$ cat src/logic/issue_pkg.sv
package issue_pkg;

  //////////////////////////////////////////////////
  // widths
  //////////////////////////////////////////////////

  typedef logic [31:0] inst_t;
  typedef logic [31:0] addr_t;
  typedef logic [5:0]  inst_id_t;
  typedef logic [4:0]  reg_idx_t;
  typedef logic [5:0]  opcode_t;

  //////////////////////////////////////////////////
  // instruction fields
  //////////////////////////////////////////////////

  localparam int op_msb = 31;
  localparam int op_lsb = 26;
  localparam int rs_msb = 25;
  localparam int rs_lsb = 21;
  localparam int rt_msb = 20;
  localparam int rt_lsb = 16;
  localparam int rd_msb = 15;
  localparam int rd_lsb = 11;

  // opcode class, top two opcode bits.
  localparam logic [1:0] cls_reg_alu = 2'b00;
  localparam logic [1:0] cls_imm_alu = 2'b01;
  localparam logic [1:0] cls_mem     = 2'b10;
  localparam logic [1:0] cls_jump    = 2'b11;

  //////////////////////////////////////////////////
  // opcodes
  //////////////////////////////////////////////////

  localparam opcode_t op_nop   = 6'b000000;
  localparam opcode_t op_cmp   = 6'b001000; // register alu, feeds branch.
  localparam opcode_t op_test  = 6'b001001;
  localparam opcode_t op_cmpi  = 6'b011000; // immediate alu, feeds branch.
  localparam opcode_t op_testi = 6'b011001;
  localparam opcode_t op_lw    = 6'b100000;
  localparam opcode_t op_sw    = 6'b100001;
  localparam opcode_t op_jr    = 6'b110010; // only jump with a source.

  // execute pipe an instruction needs.
  typedef enum logic [1:0] {
    pipe_any,
    pipe_mem,
    pipe_branch
  } pipe_class_e;

endpackage
$ cat src/logic/issue_stage.sv
`timescale 1ns/1ps

module issue_stage
  import issue_pkg::*;
#(
  parameter int QUEUE_DEPTH = 4
) (
  input  logic     clk,
  input  logic     reset,
  input  logic     flush,
  input  logic     push_valid,
  input  addr_t    pc0,
  input  inst_t    inst0,
  input  inst_id_t id0,
  input  addr_t    pc1,
  input  inst_t    inst1,
  input  inst_id_t id1,
  output logic     push_ready,
  input  logic     ex_load_valid,
  input  reg_idx_t ex_load_dest,
  output logic     issue0_valid,
  output addr_t    issue0_pc,
  output inst_t    issue0_inst,
  output inst_id_t issue0_id,
  output logic     issue1_valid,
  output addr_t    issue1_pc,
  output inst_t    issue1_inst,
  output inst_id_t issue1_id
);

  logic [1:0] head_valid;
  addr_t      head_pc0, head_pc1;
  inst_t      head_inst0, head_inst1;
  inst_id_t   head_id0, head_id1;
  logic [1:0] cand_mask;
  logic [1:0] pop_count;

  issue_queue #(
    .QUEUE_DEPTH (QUEUE_DEPTH)
  ) u_issue_queue (
    .clk        (clk),
    .reset      (reset),
    .flush      (flush),
    .push_valid (push_valid),
    .pc0        (pc0),
    .inst0      (inst0),
    .id0        (id0),
    .pc1        (pc1),
    .inst1      (inst1),
    .id1        (id1),
    .pop_count  (pop_count),
    .push_ready (push_ready),
    .head_valid (head_valid),
    .head_pc0   (head_pc0),
    .head_inst0 (head_inst0),
    .head_id0   (head_id0),
    .head_pc1   (head_pc1),
    .head_inst1 (head_inst1),
    .head_id1   (head_id1)
  );

  hazard_check u_hazard_check (
    .head_valid    (head_valid),
    .head_inst0    (head_inst0),
    .head_inst1    (head_inst1),
    .ex_load_valid (ex_load_valid),
    .ex_load_dest  (ex_load_dest),
    .cand_mask     (cand_mask)
  );

  steer_unit u_steer_unit (
    .clk          (clk),
    .reset        (reset),
    .flush        (flush),
    .cand_mask    (cand_mask),
    .head_pc0     (head_pc0),
    .head_inst0   (head_inst0),
    .head_id0     (head_id0),
    .head_pc1     (head_pc1),
    .head_inst1   (head_inst1),
    .head_id1     (head_id1),
    .pop_count    (pop_count),
    .issue0_valid (issue0_valid),
    .issue0_pc    (issue0_pc),
    .issue0_inst  (issue0_inst),
    .issue0_id    (issue0_id),
    .issue1_valid (issue1_valid),
    .issue1_pc    (issue1_pc),
    .issue1_inst  (issue1_inst),
    .issue1_id    (issue1_id)
  );

endmodule

$ cat src/logic/steer_unit.sv
`timescale 1ns/1ps

module steer_unit
  import issue_pkg::*;
(
  input  logic       clk,
  input  logic       reset,
  input  logic       flush,
  input  logic [1:0] cand_mask,
  input  addr_t      head_pc0,
  input  inst_t      head_inst0,
  input  inst_id_t   head_id0,
  input  addr_t      head_pc1,
  input  inst_t      head_inst1,
  input  inst_id_t   head_id1,
  output logic [1:0] pop_count,
  output logic       issue0_valid,
  output addr_t      issue0_pc,
  output inst_t      issue0_inst,
  output inst_id_t   issue0_id,
  output logic       issue1_valid,
  output addr_t      issue1_pc,
  output inst_t      issue1_inst,
  output inst_id_t   issue1_id
);

  pipe_class_e cls0, cls1;
  logic        both_fit;
  logic        take0, take1;
  logic        older_on_1;

  function automatic pipe_class_e pipe_of(input inst_t inst);
    opcode_t     op;
    pipe_class_e cls;
    op  = inst[op_msb:op_lsb];
    cls = pipe_any;
    if (op == op_cmp || op == op_test || op == op_cmpi || op == op_testi) begin
      cls = pipe_branch; // flags feed the branch pipe.
    end else if (op[5:4] == cls_mem) begin
      cls = pipe_mem;
    end else if (op[5:4] == cls_jump) begin
      cls = pipe_branch;
    end
    return cls;
  endfunction

  //////////////////////////////////////////////////
  // slot choice
  //////////////////////////////////////////////////

  always_comb begin
    cls0       = pipe_of(head_inst0);
    cls1       = pipe_of(head_inst1);
    both_fit   = !(cls0 == cls1 && cls0 != pipe_any);
    take0      = cand_mask[0];
    take1      = cand_mask[0] && cand_mask[1] && both_fit; // oldest first.
    older_on_1 = (cls0 == pipe_branch) ||
                 (take1 && cls0 == pipe_any && cls1 == pipe_mem);
    pop_count  = take1 ? 2'd2 : (take0 ? 2'd1 : 2'd0);
  end

  always_ff @(posedge clk) begin
    if (reset || flush) begin
      issue0_valid <= 1'b0;
      issue1_valid <= 1'b0;
    end else begin
      issue0_valid <= older_on_1 ? take1 : take0;
      issue1_valid <= older_on_1 ? take0 : take1;
    end
  end

  always_ff @(posedge clk) begin
    issue0_pc   <= older_on_1 ? head_pc1   : head_pc0;
    issue0_inst <= older_on_1 ? head_inst1 : head_inst0;
    issue0_id   <= older_on_1 ? head_id1   : head_id0;
    issue1_pc   <= older_on_1 ? head_pc0   : head_pc1;
    issue1_inst <= older_on_1 ? head_inst0 : head_inst1;
    issue1_id   <= older_on_1 ? head_id0   : head_id1;
  end

  a_slot_class: assert property (@(posedge clk) disable iff (reset)
    (!issue0_valid || pipe_of(issue0_inst) != pipe_branch) &&
    (!issue1_valid || pipe_of(issue1_inst) != pipe_mem))
    else $error("steer_unit: instruction issued on a pipe of the wrong class");

endmodule

$ cat src/logic/hazard_check.sv
`timescale 1ns/1ps

module hazard_check
  import issue_pkg::*;
(
  input  logic [1:0] head_valid,
  input  inst_t      head_inst0,
  input  inst_t      head_inst1,
  input  logic       ex_load_valid,
  input  reg_idx_t   ex_load_dest,
  output logic [1:0] cand_mask
);

  reg_idx_t src0_0, src1_0, dest_0;
  reg_idx_t src0_1, src1_1;
  logic     src0_valid_0, src1_valid_0, dest_valid_0;
  logic     src0_valid_1, src1_valid_1;
  logic     load_hit;
  logic     split_hit;

  function automatic logic reads_reg(input reg_idx_t s0, input logic s0_valid,
                                     input reg_idx_t s1, input logic s1_valid,
                                     input reg_idx_t r);
    return (s0_valid && s0 == r) || (s1_valid && s1 == r);
  endfunction

  reg_decode u_dec0 (
    .inst       (head_inst0),
    .src0       (src0_0),
    .src0_valid (src0_valid_0),
    .src1       (src1_0),
    .src1_valid (src1_valid_0),
    .dest       (dest_0),
    .dest_valid (dest_valid_0)
  );

  reg_decode u_dec1 (
    .inst       (head_inst1),
    .src0       (src0_1),
    .src0_valid (src0_valid_1),
    .src1       (src1_1),
    .src1_valid (src1_valid_1),
    .dest       (),
    .dest_valid ()
  );

  //////////////////////////////////////////////////
  // load-use and split checks
  //////////////////////////////////////////////////

  assign load_hit = ex_load_valid &&
    ((head_valid[0] && reads_reg(src0_0, src0_valid_0, src1_0, src1_valid_0, ex_load_dest)) ||
     (head_valid[1] && reads_reg(src0_1, src0_valid_1, src1_1, src1_valid_1, ex_load_dest)));

  // younger reads what the older writes.
  assign split_hit = dest_valid_0 &&
                     reads_reg(src0_1, src0_valid_1, src1_1, src1_valid_1, dest_0);

  assign cand_mask = load_hit ? 2'b00 : {head_valid[1] && !split_hit, head_valid[0]};

endmodule

$ cat src/logic/issue_queue.sv
`timescale 1ns/1ps

module issue_queue
  import issue_pkg::*;
#(
  parameter int QUEUE_DEPTH = 4
) (
  input  logic       clk,
  input  logic       reset,
  input  logic       flush,
  input  logic       push_valid,
  input  addr_t      pc0,
  input  inst_t      inst0,
  input  inst_id_t   id0,
  input  addr_t      pc1,
  input  inst_t      inst1,
  input  inst_id_t   id1,
  input  logic [1:0] pop_count,
  output logic       push_ready,
  output logic [1:0] head_valid,
  output addr_t      head_pc0,
  output inst_t      head_inst0,
  output inst_id_t   head_id0,
  output addr_t      head_pc1,
  output inst_t      head_inst1,
  output inst_id_t   head_id1
);

  localparam int ptr_w = $clog2(QUEUE_DEPTH);
  localparam int cnt_w = $clog2(QUEUE_DEPTH + 1);

  if (QUEUE_DEPTH < 4 || (QUEUE_DEPTH % 2) != 0) begin : g_bad_depth
    $error("issue_queue: QUEUE_DEPTH must be even and at least 4");
  end

  addr_t    pc_mem   [QUEUE_DEPTH];
  inst_t    inst_mem [QUEUE_DEPTH];
  inst_id_t id_mem   [QUEUE_DEPTH];

  logic [ptr_w-1:0] rd_ptr, wr_ptr;
  logic [ptr_w-1:0] rd_ptr_p1, wr_ptr_p1;
  logic [cnt_w-1:0] count;
  logic             push_fire;

  function automatic logic [ptr_w-1:0] wrap_add(input logic [ptr_w-1:0] ptr,
                                                input logic [1:0] step);
    logic [ptr_w:0] sum;
    sum = {1'b0, ptr} + {{(ptr_w - 1){1'b0}}, step};
    if (sum >= (ptr_w + 1)'(QUEUE_DEPTH)) begin
      sum = sum - (ptr_w + 1)'(QUEUE_DEPTH);
    end
    return sum[ptr_w-1:0];
  endfunction

  assign rd_ptr_p1  = wrap_add(rd_ptr, 2'd1);
  assign wr_ptr_p1  = wrap_add(wr_ptr, 2'd1);
  assign push_ready = (count <= cnt_w'(QUEUE_DEPTH - 2)); // room for a pair.
  assign push_fire  = push_valid && push_ready && !flush;
  assign head_valid = {count >= cnt_w'(2), count >= cnt_w'(1)};

  assign head_pc0   = pc_mem[rd_ptr];
  assign head_inst0 = inst_mem[rd_ptr];
  assign head_id0   = id_mem[rd_ptr];
  assign head_pc1   = pc_mem[rd_ptr_p1];
  assign head_inst1 = inst_mem[rd_ptr_p1];
  assign head_id1   = id_mem[rd_ptr_p1];

  always_ff @(posedge clk) begin
    if (reset || flush) begin
      rd_ptr <= '0;
      wr_ptr <= '0;
      count  <= '0;
    end else begin
      if (push_fire) begin
        wr_ptr <= wrap_add(wr_ptr, 2'd2);
      end
      rd_ptr <= wrap_add(rd_ptr, pop_count);
      count  <= count + (push_fire ? cnt_w'(2) : '0) - cnt_w'(pop_count);
    end
  end

  // wr_ptr stays even, so a pair never splits across the wrap.
  always_ff @(posedge clk) begin
    if (push_fire) begin
      pc_mem[wr_ptr]      <= pc0;
      inst_mem[wr_ptr]    <= inst0;
      id_mem[wr_ptr]      <= id0;
      pc_mem[wr_ptr_p1]   <= pc1;
      inst_mem[wr_ptr_p1] <= inst1;
      id_mem[wr_ptr_p1]   <= id1;
    end
  end

  a_pop_within_count: assert property (@(posedge clk) disable iff (reset)
    cnt_w'(pop_count) <= count)
    else $error("issue_queue: pop of %0d with only %0d entries", pop_count, count);

  // a pair may only land in free slots.
  a_no_overflow: assert property (@(posedge clk) disable iff (reset)
    count <= cnt_w'(QUEUE_DEPTH))
    else $error("issue_queue: pair taken without room, count is %0d", count);

endmodule

$ cat src/logic/reg_decode.sv
`timescale 1ns/1ps

module reg_decode
  import issue_pkg::*;
(
  input  inst_t    inst,
  output reg_idx_t src0,
  output logic     src0_valid,
  output reg_idx_t src1,
  output logic     src1_valid,
  output reg_idx_t dest,
  output logic     dest_valid
);

  opcode_t opcode;

  assign opcode = inst[op_msb:op_lsb];

  always_comb begin
    src0       = inst[rs_msb:rs_lsb];
    src1       = inst[rt_msb:rt_lsb];
    dest       = inst[rd_msb:rd_lsb];
    src0_valid = 1'b0;
    src1_valid = 1'b0;
    dest_valid = 1'b0;
    if (opcode == op_jr) begin
      src0_valid = 1'b1;
    end else if (opcode != op_nop) begin
      case (opcode[5:4])
        cls_reg_alu: begin
          src0_valid = 1'b1;
          src1_valid = 1'b1;
          dest_valid = 1'b1;
        end
        cls_imm_alu: begin
          src0_valid = 1'b1;
          dest       = inst[rt_msb:rt_lsb]; // immediate form writes rt.
          dest_valid = 1'b1;
        end
        cls_mem: begin
          src0_valid = (opcode == op_lw) || (opcode == op_sw);
          src1_valid = (opcode == op_sw);  // store data.
          dest       = inst[rt_msb:rt_lsb];
          dest_valid = (opcode == op_lw);
        end
        default: begin
        end
      endcase
    end
  end

endmodule

$ cat config.mk
export PLATFORM = sky130hd
export DESIGN_NAME = issue_stage
export DESIGN_NICKNAME = d
export VERILOG_FILES = /design/src/logic/issue_pkg.sv /design/src/logic/issue_stage.sv /design/src/logic/steer_unit.sv /design/src/logic/hazard_check.sv /design/src/logic/issue_queue.sv /design/src/logic/reg_decode.sv
export SDC_FILE = /design/constraint.sdc
export NUM_CORES = 1
export LEC_CHECK = 0
export BUFFER_PORTS_ARGS = -buffer_cell sky130_fd_sc_hd__buf_4
export CORE_AREA = 2 2 198 200
export CTS_CLUSTER_SIZE = 8
export DETAILED_ROUTE_END_ITERATION = 8
export DIE_AREA = 0 0 200 202
export PLACE_DENSITY = 0.85
export SYNTH_ARGS = -nofsm -noshare
export SYNTH_HDL_FRONTEND = slang
export SYNTH_SLANG_ARGS = --single-unit
$ cat constraint.sdc
create_clock -name clk -period 10 [get_ports clk]
set_clock_uncertainty 0.05 [all_clocks]
set_input_delay 2 -clock clk [delete_from_list [all_inputs] [get_ports clk]]
set_output_delay 2 -clock clk [all_outputs]
set_load 0.02 [all_outputs]
==> metrics.yaml, run 1 <==
nFillCells: 2783
rsz0062_at_grt: "no"
start_util_pct: 54.2
finalCriticalPeriod_ns: 6.89
grt_remaining_overflow: 0
vias_per_cell: 6.48
postSynth.asyncResetShare_pct: 0
worstSetupEndpointType: "flop"
cts_buffers: 59
slew_viol_final: 0
io_pins: 293
grt_max_degree: 156
cp_data_required_time_ns: 10.39
wl_per_cell_um: 22.9
first_iter_violations: 1713
cts_sinks: 428
critical_path_peak_fanout: 155
post_cts_buffers: 0
ir_drop_mv: 0.249
syn_nets: 1854
finalSetupTns_ns: 0
dp_hpwl_um: 33600
cts_buffer_depth: 3
postRouteAntennaNets: 0
hold_buffers: 0
tightestPinTransition_ns: 1.27
yosysSeqAreaShare_pct: 54.8
synth_compound_gate_area_share_pct: 14.7
busiest_layer: "met2"
dieHeight_um: 202
cap_violations: 0
hold_viol: 0
drtPass1Iterations: 6
netlist_area_um2: 20700
fmax_mhz: 145
layout-drive-gt1-share_pct: 27.5
grt_pass1_wl_um: 87700
slew_headroom_pct: 15.2
setup_viol: 0
clk_transition_reported_paths_ns: 0.05
synth_mux_area_share_pct: 12.9
synth_top_family_by_area: "compound AO/OA/AOI/OAI gates"
wl_um: 56600
outcome: "completed"
synthAdderAreaFrac_pct: 0.519
cts_tree: "done"
ys_warn_count: 0
place_congestion: 0.900
worstSetupStartpointType: "flop"
syn_to_final_growth_pct: 19.5
grt.met3_usage_pct: 5.49
clock-root-buffer: "clkbuf_16"
insertion_delay_ns: 0.62
ys.flop_type: "edfxtp_1"
dp_slack_ns: 3.35
synth-simple-area-share_pct: 11.1
crit_type: "reg2reg"
fin_nets: 2056
synth_edf_count: 280
power_leakage_nw: 9.07
core_area_um2: 38300
grt_pass1_vias: 16033
synthXorXnorAreaFrac_pct: 2.15
dieWidth_um: 200
grt.total_usage_pct: 27.8
synthCells: 1696
finalWorstSetupSlack_ns: 3.11
hold_class: "reg2reg"
period_share_pct: 68.9
grt_antenna_before_repair: 5
htreeDepth: 2
p_per_area_nw_per_um2: 312
grtUsageMet2_pct: 45.9
utilization_pct: 64.7
vias: 15997
ys_seq_elements: 428
die_area_um2: 40400
drc: 0
met1_usage_pct: 35.5
regToRegSetupSlack_ns: 3.11
worstPathArrival_ns: 7.28
synth.distinct_cells: 62
cts_resized: 0
synth_area_per_cell_um2: 12.2
io_buffers: 292
core.rowCount: 72
-- worst max-delay path: stages, from the launching register on --
cell      delay (ns)
dfxtp_4         0.79
buf_4           0.72
mux2i_1         0.27
nor2_1          0.06
a21oi_1         0.40
ha_4            0.93
inv_1           0.18
nor2_1          0.19
a211oi_1        0.10
or2_1           0.27
a211o_1         0.29
o211a_1         0.29
a31oi_4         0.81
buf_12          0.51
mux2i_1         0.33
a22oi_1         0.12
-- placed cells by master (no fill, tap or decap), types with 3 or more instances in the layout --
cell / Yosys / routed
buf_4: 8 / 301
edfxtp_1: 280 / 280
o221ai_1: 198 / 198
dfxtp_1: 148 / 146
mux2i_1: 120 / 120
a22oi_1: 100 / 100
or3_1: 99 / 99
nand2_1: 81 / 81
mux2_2: 67 / 67
clkbuf_16: 0 / 59
nand2b_1: 56 / 56
or2_2: 51 / 51
nor2_1: 51 / 49
clkbuf_1: 112 / 47
o21ai_0: 41 / 41
xnor2_1: 30 / 30
mux4_2: 30 / 30
nor3_1: 23 / 23
inv_1: 21 / 21
xor2_1: 21 / 21
a21oi_1: 20 / 20
nand3_1: 12 / 12
and3_1: 11 / 11
and4bb_2: 7 / 7
ha_1: 7 / 6
or4_1: 5 / 5
nor4_1: 4 / 4
buf_12: 0 / 4
diode_2: 0 / 3
nor2b_1: 3 / 3
nand3b_1: 3 / 3
o31ai_1: 3 / 3
a211oi_1: 3 / 3
o2111ai_1: 3 / 3
-- sequential cells by signal (all words and copies together), names as in the netlist --
register,count
u_issue_queue.count,3
u_issue_queue.id_mem,24
u_issue_queue.inst_mem,128
u_issue_queue.pc_mem,128
u_issue_queue.rd_ptr,2
u_issue_queue.wr_ptr,1
u_steer_unit.issue0_id,6
u_steer_unit.issue0_inst,32
u_steer_unit.issue0_pc,32
u_steer_unit.issue0_valid,1
u_steer_unit.issue1_id,6
u_steer_unit.issue1_inst,32
u_steer_unit.issue1_pc,32
u_steer_unit.issue1_valid,1
-- synthesized netlist by cell type, drive strengths merged, types with 52 or more instances --
cell type	instances	area share [%]
a22oi	100	3.6
buf	52	1.4
clkbuf	112	2.0
dfxtp	148	14
edfxtp	280	41
mux2	67	3.6
mux2i	121	5.9
nand2	81	1.5
nand2b	56	1.7
o221ai	198	8.4
or2	52	1.6
or3	99	3.0
-- kinds of logic after synthesis --
logic type	count (synthesis)
flops	428
simple gates	415
compound gates	389
mux	219
buf+inv	186
xor+xnor	51
fa+ha+maj	8
-- routing by layer --
metal  vias up  part of all wire, %
li1       7099                    -
met2       909                   49
met5         -                0.042
met4         4                  3.5
met1      7857                   38
met3       128                  9.6
-- path summary, 6_finish.rpt --
| path | start | cells after the start | to |
|---|---|---|---|
| worst max register to register | u_issue_queue.rd_ptr[1] | 15 | u_steer_unit.issue1_pc[0] |
| worst max-delay path | u_issue_queue.rd_ptr[1] | 15 | u_steer_unit.issue1_pc[0] |
| worst min register to register | u_issue_queue.count[2] | 2 | u_issue_queue.count[2] |
| worst min-delay path | u_issue_queue.count[2] | 2 | u_issue_queue.count[2] |
-- final cells by class --
class	count	area (µm²)	area share, %
flip-flops and latches	428	11400	45.9
diodes	3	7.51	0.0303
clock inverters	4	57.6	0.232
well taps	518	648	2.61
multi-input cells	1082	8620	34.8
repair buffers	305	2340	9.44
inverters	22	85.1	0.343
clock buffers	106	1650	6.67
-- power breakdown --
part           leakage, nW  internal [mW]  switching, mW
Clock                0.810           1.10          0.742
Sequential            3.81           2.29          0.216
Combinational         4.44           1.34           2.04
Total                 9.07           4.73           2.99
-- metrics by stage --
step	hold WS, ns	power, mW	cell area (µm²)	cells
after detailed placement	0.523	5.85	23100	2355
after global routing	0.609	8.10	24800	2468
after global placement	0.476	5.73	23100	2355
final	0.551	7.73	24800	2468
after floorplan	0.457	4.79	20700	1696
after CTS	0.553	7.72	24800	2465
Power figures use the tool's default switching activity.
==> inputs of run 2 (changes only) <==
==> constraint.sdc (replaced) <==
create_clock -name clk -period 7.18 [get_ports clk]
set_clock_uncertainty 0.05 [all_clocks]
set_input_delay 1.436 -clock clk [delete_from_list [all_inputs] [get_ports clk]]
set_output_delay 1.436 -clock clk [all_outputs]
set_load 0.02 [all_outputs]
==> metrics.yaml, run 2 (synthesis gave the netlist of run 1 again) <==
outcome: "completed"
post_cts_buffers: 0  # unchanged
place_congestion: 0.928  # +3.1%
crit_type: "reg2reg"
setup_viol: 0  # unchanged
syn_to_final_growth_pct: 19.7
drc: 0  # unchanged
worstSetupStartpointType: "flop"
io_buffers: 292  # unchanged
power_leakage_nw: 9.09  # +0.23%
layout-drive-gt1-share_pct: 27.7  # +0.21 points
dieHeight_um: 202  # unchanged
io_pins: 293  # unchanged
cts_buffers: 59  # unchanged
wl_per_cell_um: 22.2  # -3.1%
first_iter_violations: 1768  # +3.2%
htreeDepth: 2  # unchanged
finalWorstSetupSlack_ns: 1.62  # -1.48 ns
dp_hpwl_um: 33000  # -1.7%
critical_path_peak_fanout: 196  # +26%
grt.total_usage_pct: 26.4  # -1.4 points
hold_class: "reg2reg"
fmax_mhz: 180  # +24%
p_per_area_nw_per_um2: 432  # +39%
core_area_um2: 38300  # unchanged
wl_um: 54900  # -3.1%
insertion_delay_ns: 0.61  # about the same
grt_pass1_vias: 15475  # -3.5%
cts_buffer_depth: 3  # unchanged
clock-root-buffer: "clkbuf_16"
cts_tree: "done"
worstPathArrival_ns: 6.00  # -1.28 ns
hold_viol: 0  # unchanged
tightestPinTransition_ns: 1.24  # -0.0317 ns
dp_slack_ns: 1.70  # -1.64 ns
reg.largest.list: "u_issue_queue.inst_mem (128), u_issue_queue.pc_mem (128)"
slew_headroom_pct: 17.3  # +2.1 points
die_area_um2: 40400  # unchanged
hold_buffers: 0  # unchanged
slew_viol_final: 0  # unchanged
vias_per_cell: 6.44  # -0.66%
rsz0062_at_grt: "no"
grt_max_degree: 197  # +26%
grt_pass1_wl_um: 84200  # -4.0%
layout_common_cells: "buf_4 (303), edfxtp_1 (280), o221ai_1 (198)"
vias: 15891  # -0.66%
core.rowCount: 72  # unchanged
cts_resized: 0  # unchanged
final_common_cell: "buf_4"
grt_antenna_before_repair: 5  # unchanged
cp_data_required_time_ns: 7.63  # -2.76 ns
cts_sinks: 428  # unchanged
postRouteAntennaNets: 0  # unchanged
drtPass1Iterations: 6  # unchanged
fin_nets: 2060  # +0.19%
ir_drop_mv: 0.336  # +35%
worstSetupEndpointType: "flop"
dieWidth_um: 200  # unchanged
start_util_pct: 54.2  # unchanged
grt_remaining_overflow: 0  # unchanged
clk_transition_reported_paths_ns: 0.05  # about the same
finalCriticalPeriod_ns: 5.56  # -1.34 ns
period_share_pct: 77.4  # +8.5 points
power_mw: 10.7  # +39%
cap_violations: 0  # unchanged
[run 2: worst max-delay path: stages, from the launching register on]
cell	delay [ns]
dfxtp_4	0.90
buf_12	0.55
mux4_2	0.71
xnor2_1	0.16
o211ai_1	0.10
a32o_1	0.23
a311o_1	0.18
o211a_1	0.24
a31o_4	0.67
buf_4	0.67
o221ai_1	0.23
a22oi_1	0.29
[run 2: area by class of cell]
cell class                 count  area [µm²]
tap                          518         648
timing repair buffer         309        2390
clock inverter                 4        53.8
inverter                      22        85.1
antenna                        3        7.51
clock buffer                 102        1640
multi-input combinational   1082        8620
fill                        2785       13500
sequential                   428       11400
[run 2: per-layer routing]
layer / track usage, % / vias to the layer above / part of all wire [%]
li1: - / 7116 / -
met1: 33.5 / 7713 / 39
met2: 42.8 / 911 / 48
met3: 6.37 / 147 / 9.3
met4: 11.8 / 4 / 3.7
met5: 0 / - / 0.049
[run 2: metrics by stage]
| stage | hold slack, ns | cell area [µm²] | util [%] | std cells | TNS, ns |
|---|---|---|---|---|---|
| after floorplan | 0.457 | 20700 | - | 1696 | -301.54 |
| after global placement | 0.473 | 23100 | 60.4 | 2359 | 0 |
| after detailed placement | 0.510 | 23100 | 60.4 | 2359 | 0 |
| after CTS | 0.519 | 24800 | 64.8 | 2465 | 0 |
| after global routing | 0.539 | 24800 | 64.8 | 2468 | 0 |
| final | 0.525 | 24800 | 64.8 | 2468 | 0 |
[run 2: path summary, 6_finish.rpt]
path,to,cells past startpoint,slack [ns],startpoint
max,u_steer_unit.issue1_id[3],11,1.62,u_issue_queue.rd_ptr[0]
min reg2reg,u_issue_queue.count[2],2,0.53,u_issue_queue.count[2]
max reg2reg,u_steer_unit.issue1_id[3],11,1.62,u_issue_queue.rd_ptr[0]
min,u_issue_queue.count[2],2,0.53,u_issue_queue.count[2]
[run 2: power breakdown]
part	switching, mW	total (mW)	internal, mW
sequential	0.280	3.47	3.19
clock	1.02	2.55	1.53
combinational	2.83	4.70	1.88
total	4.13	10.7	6.60
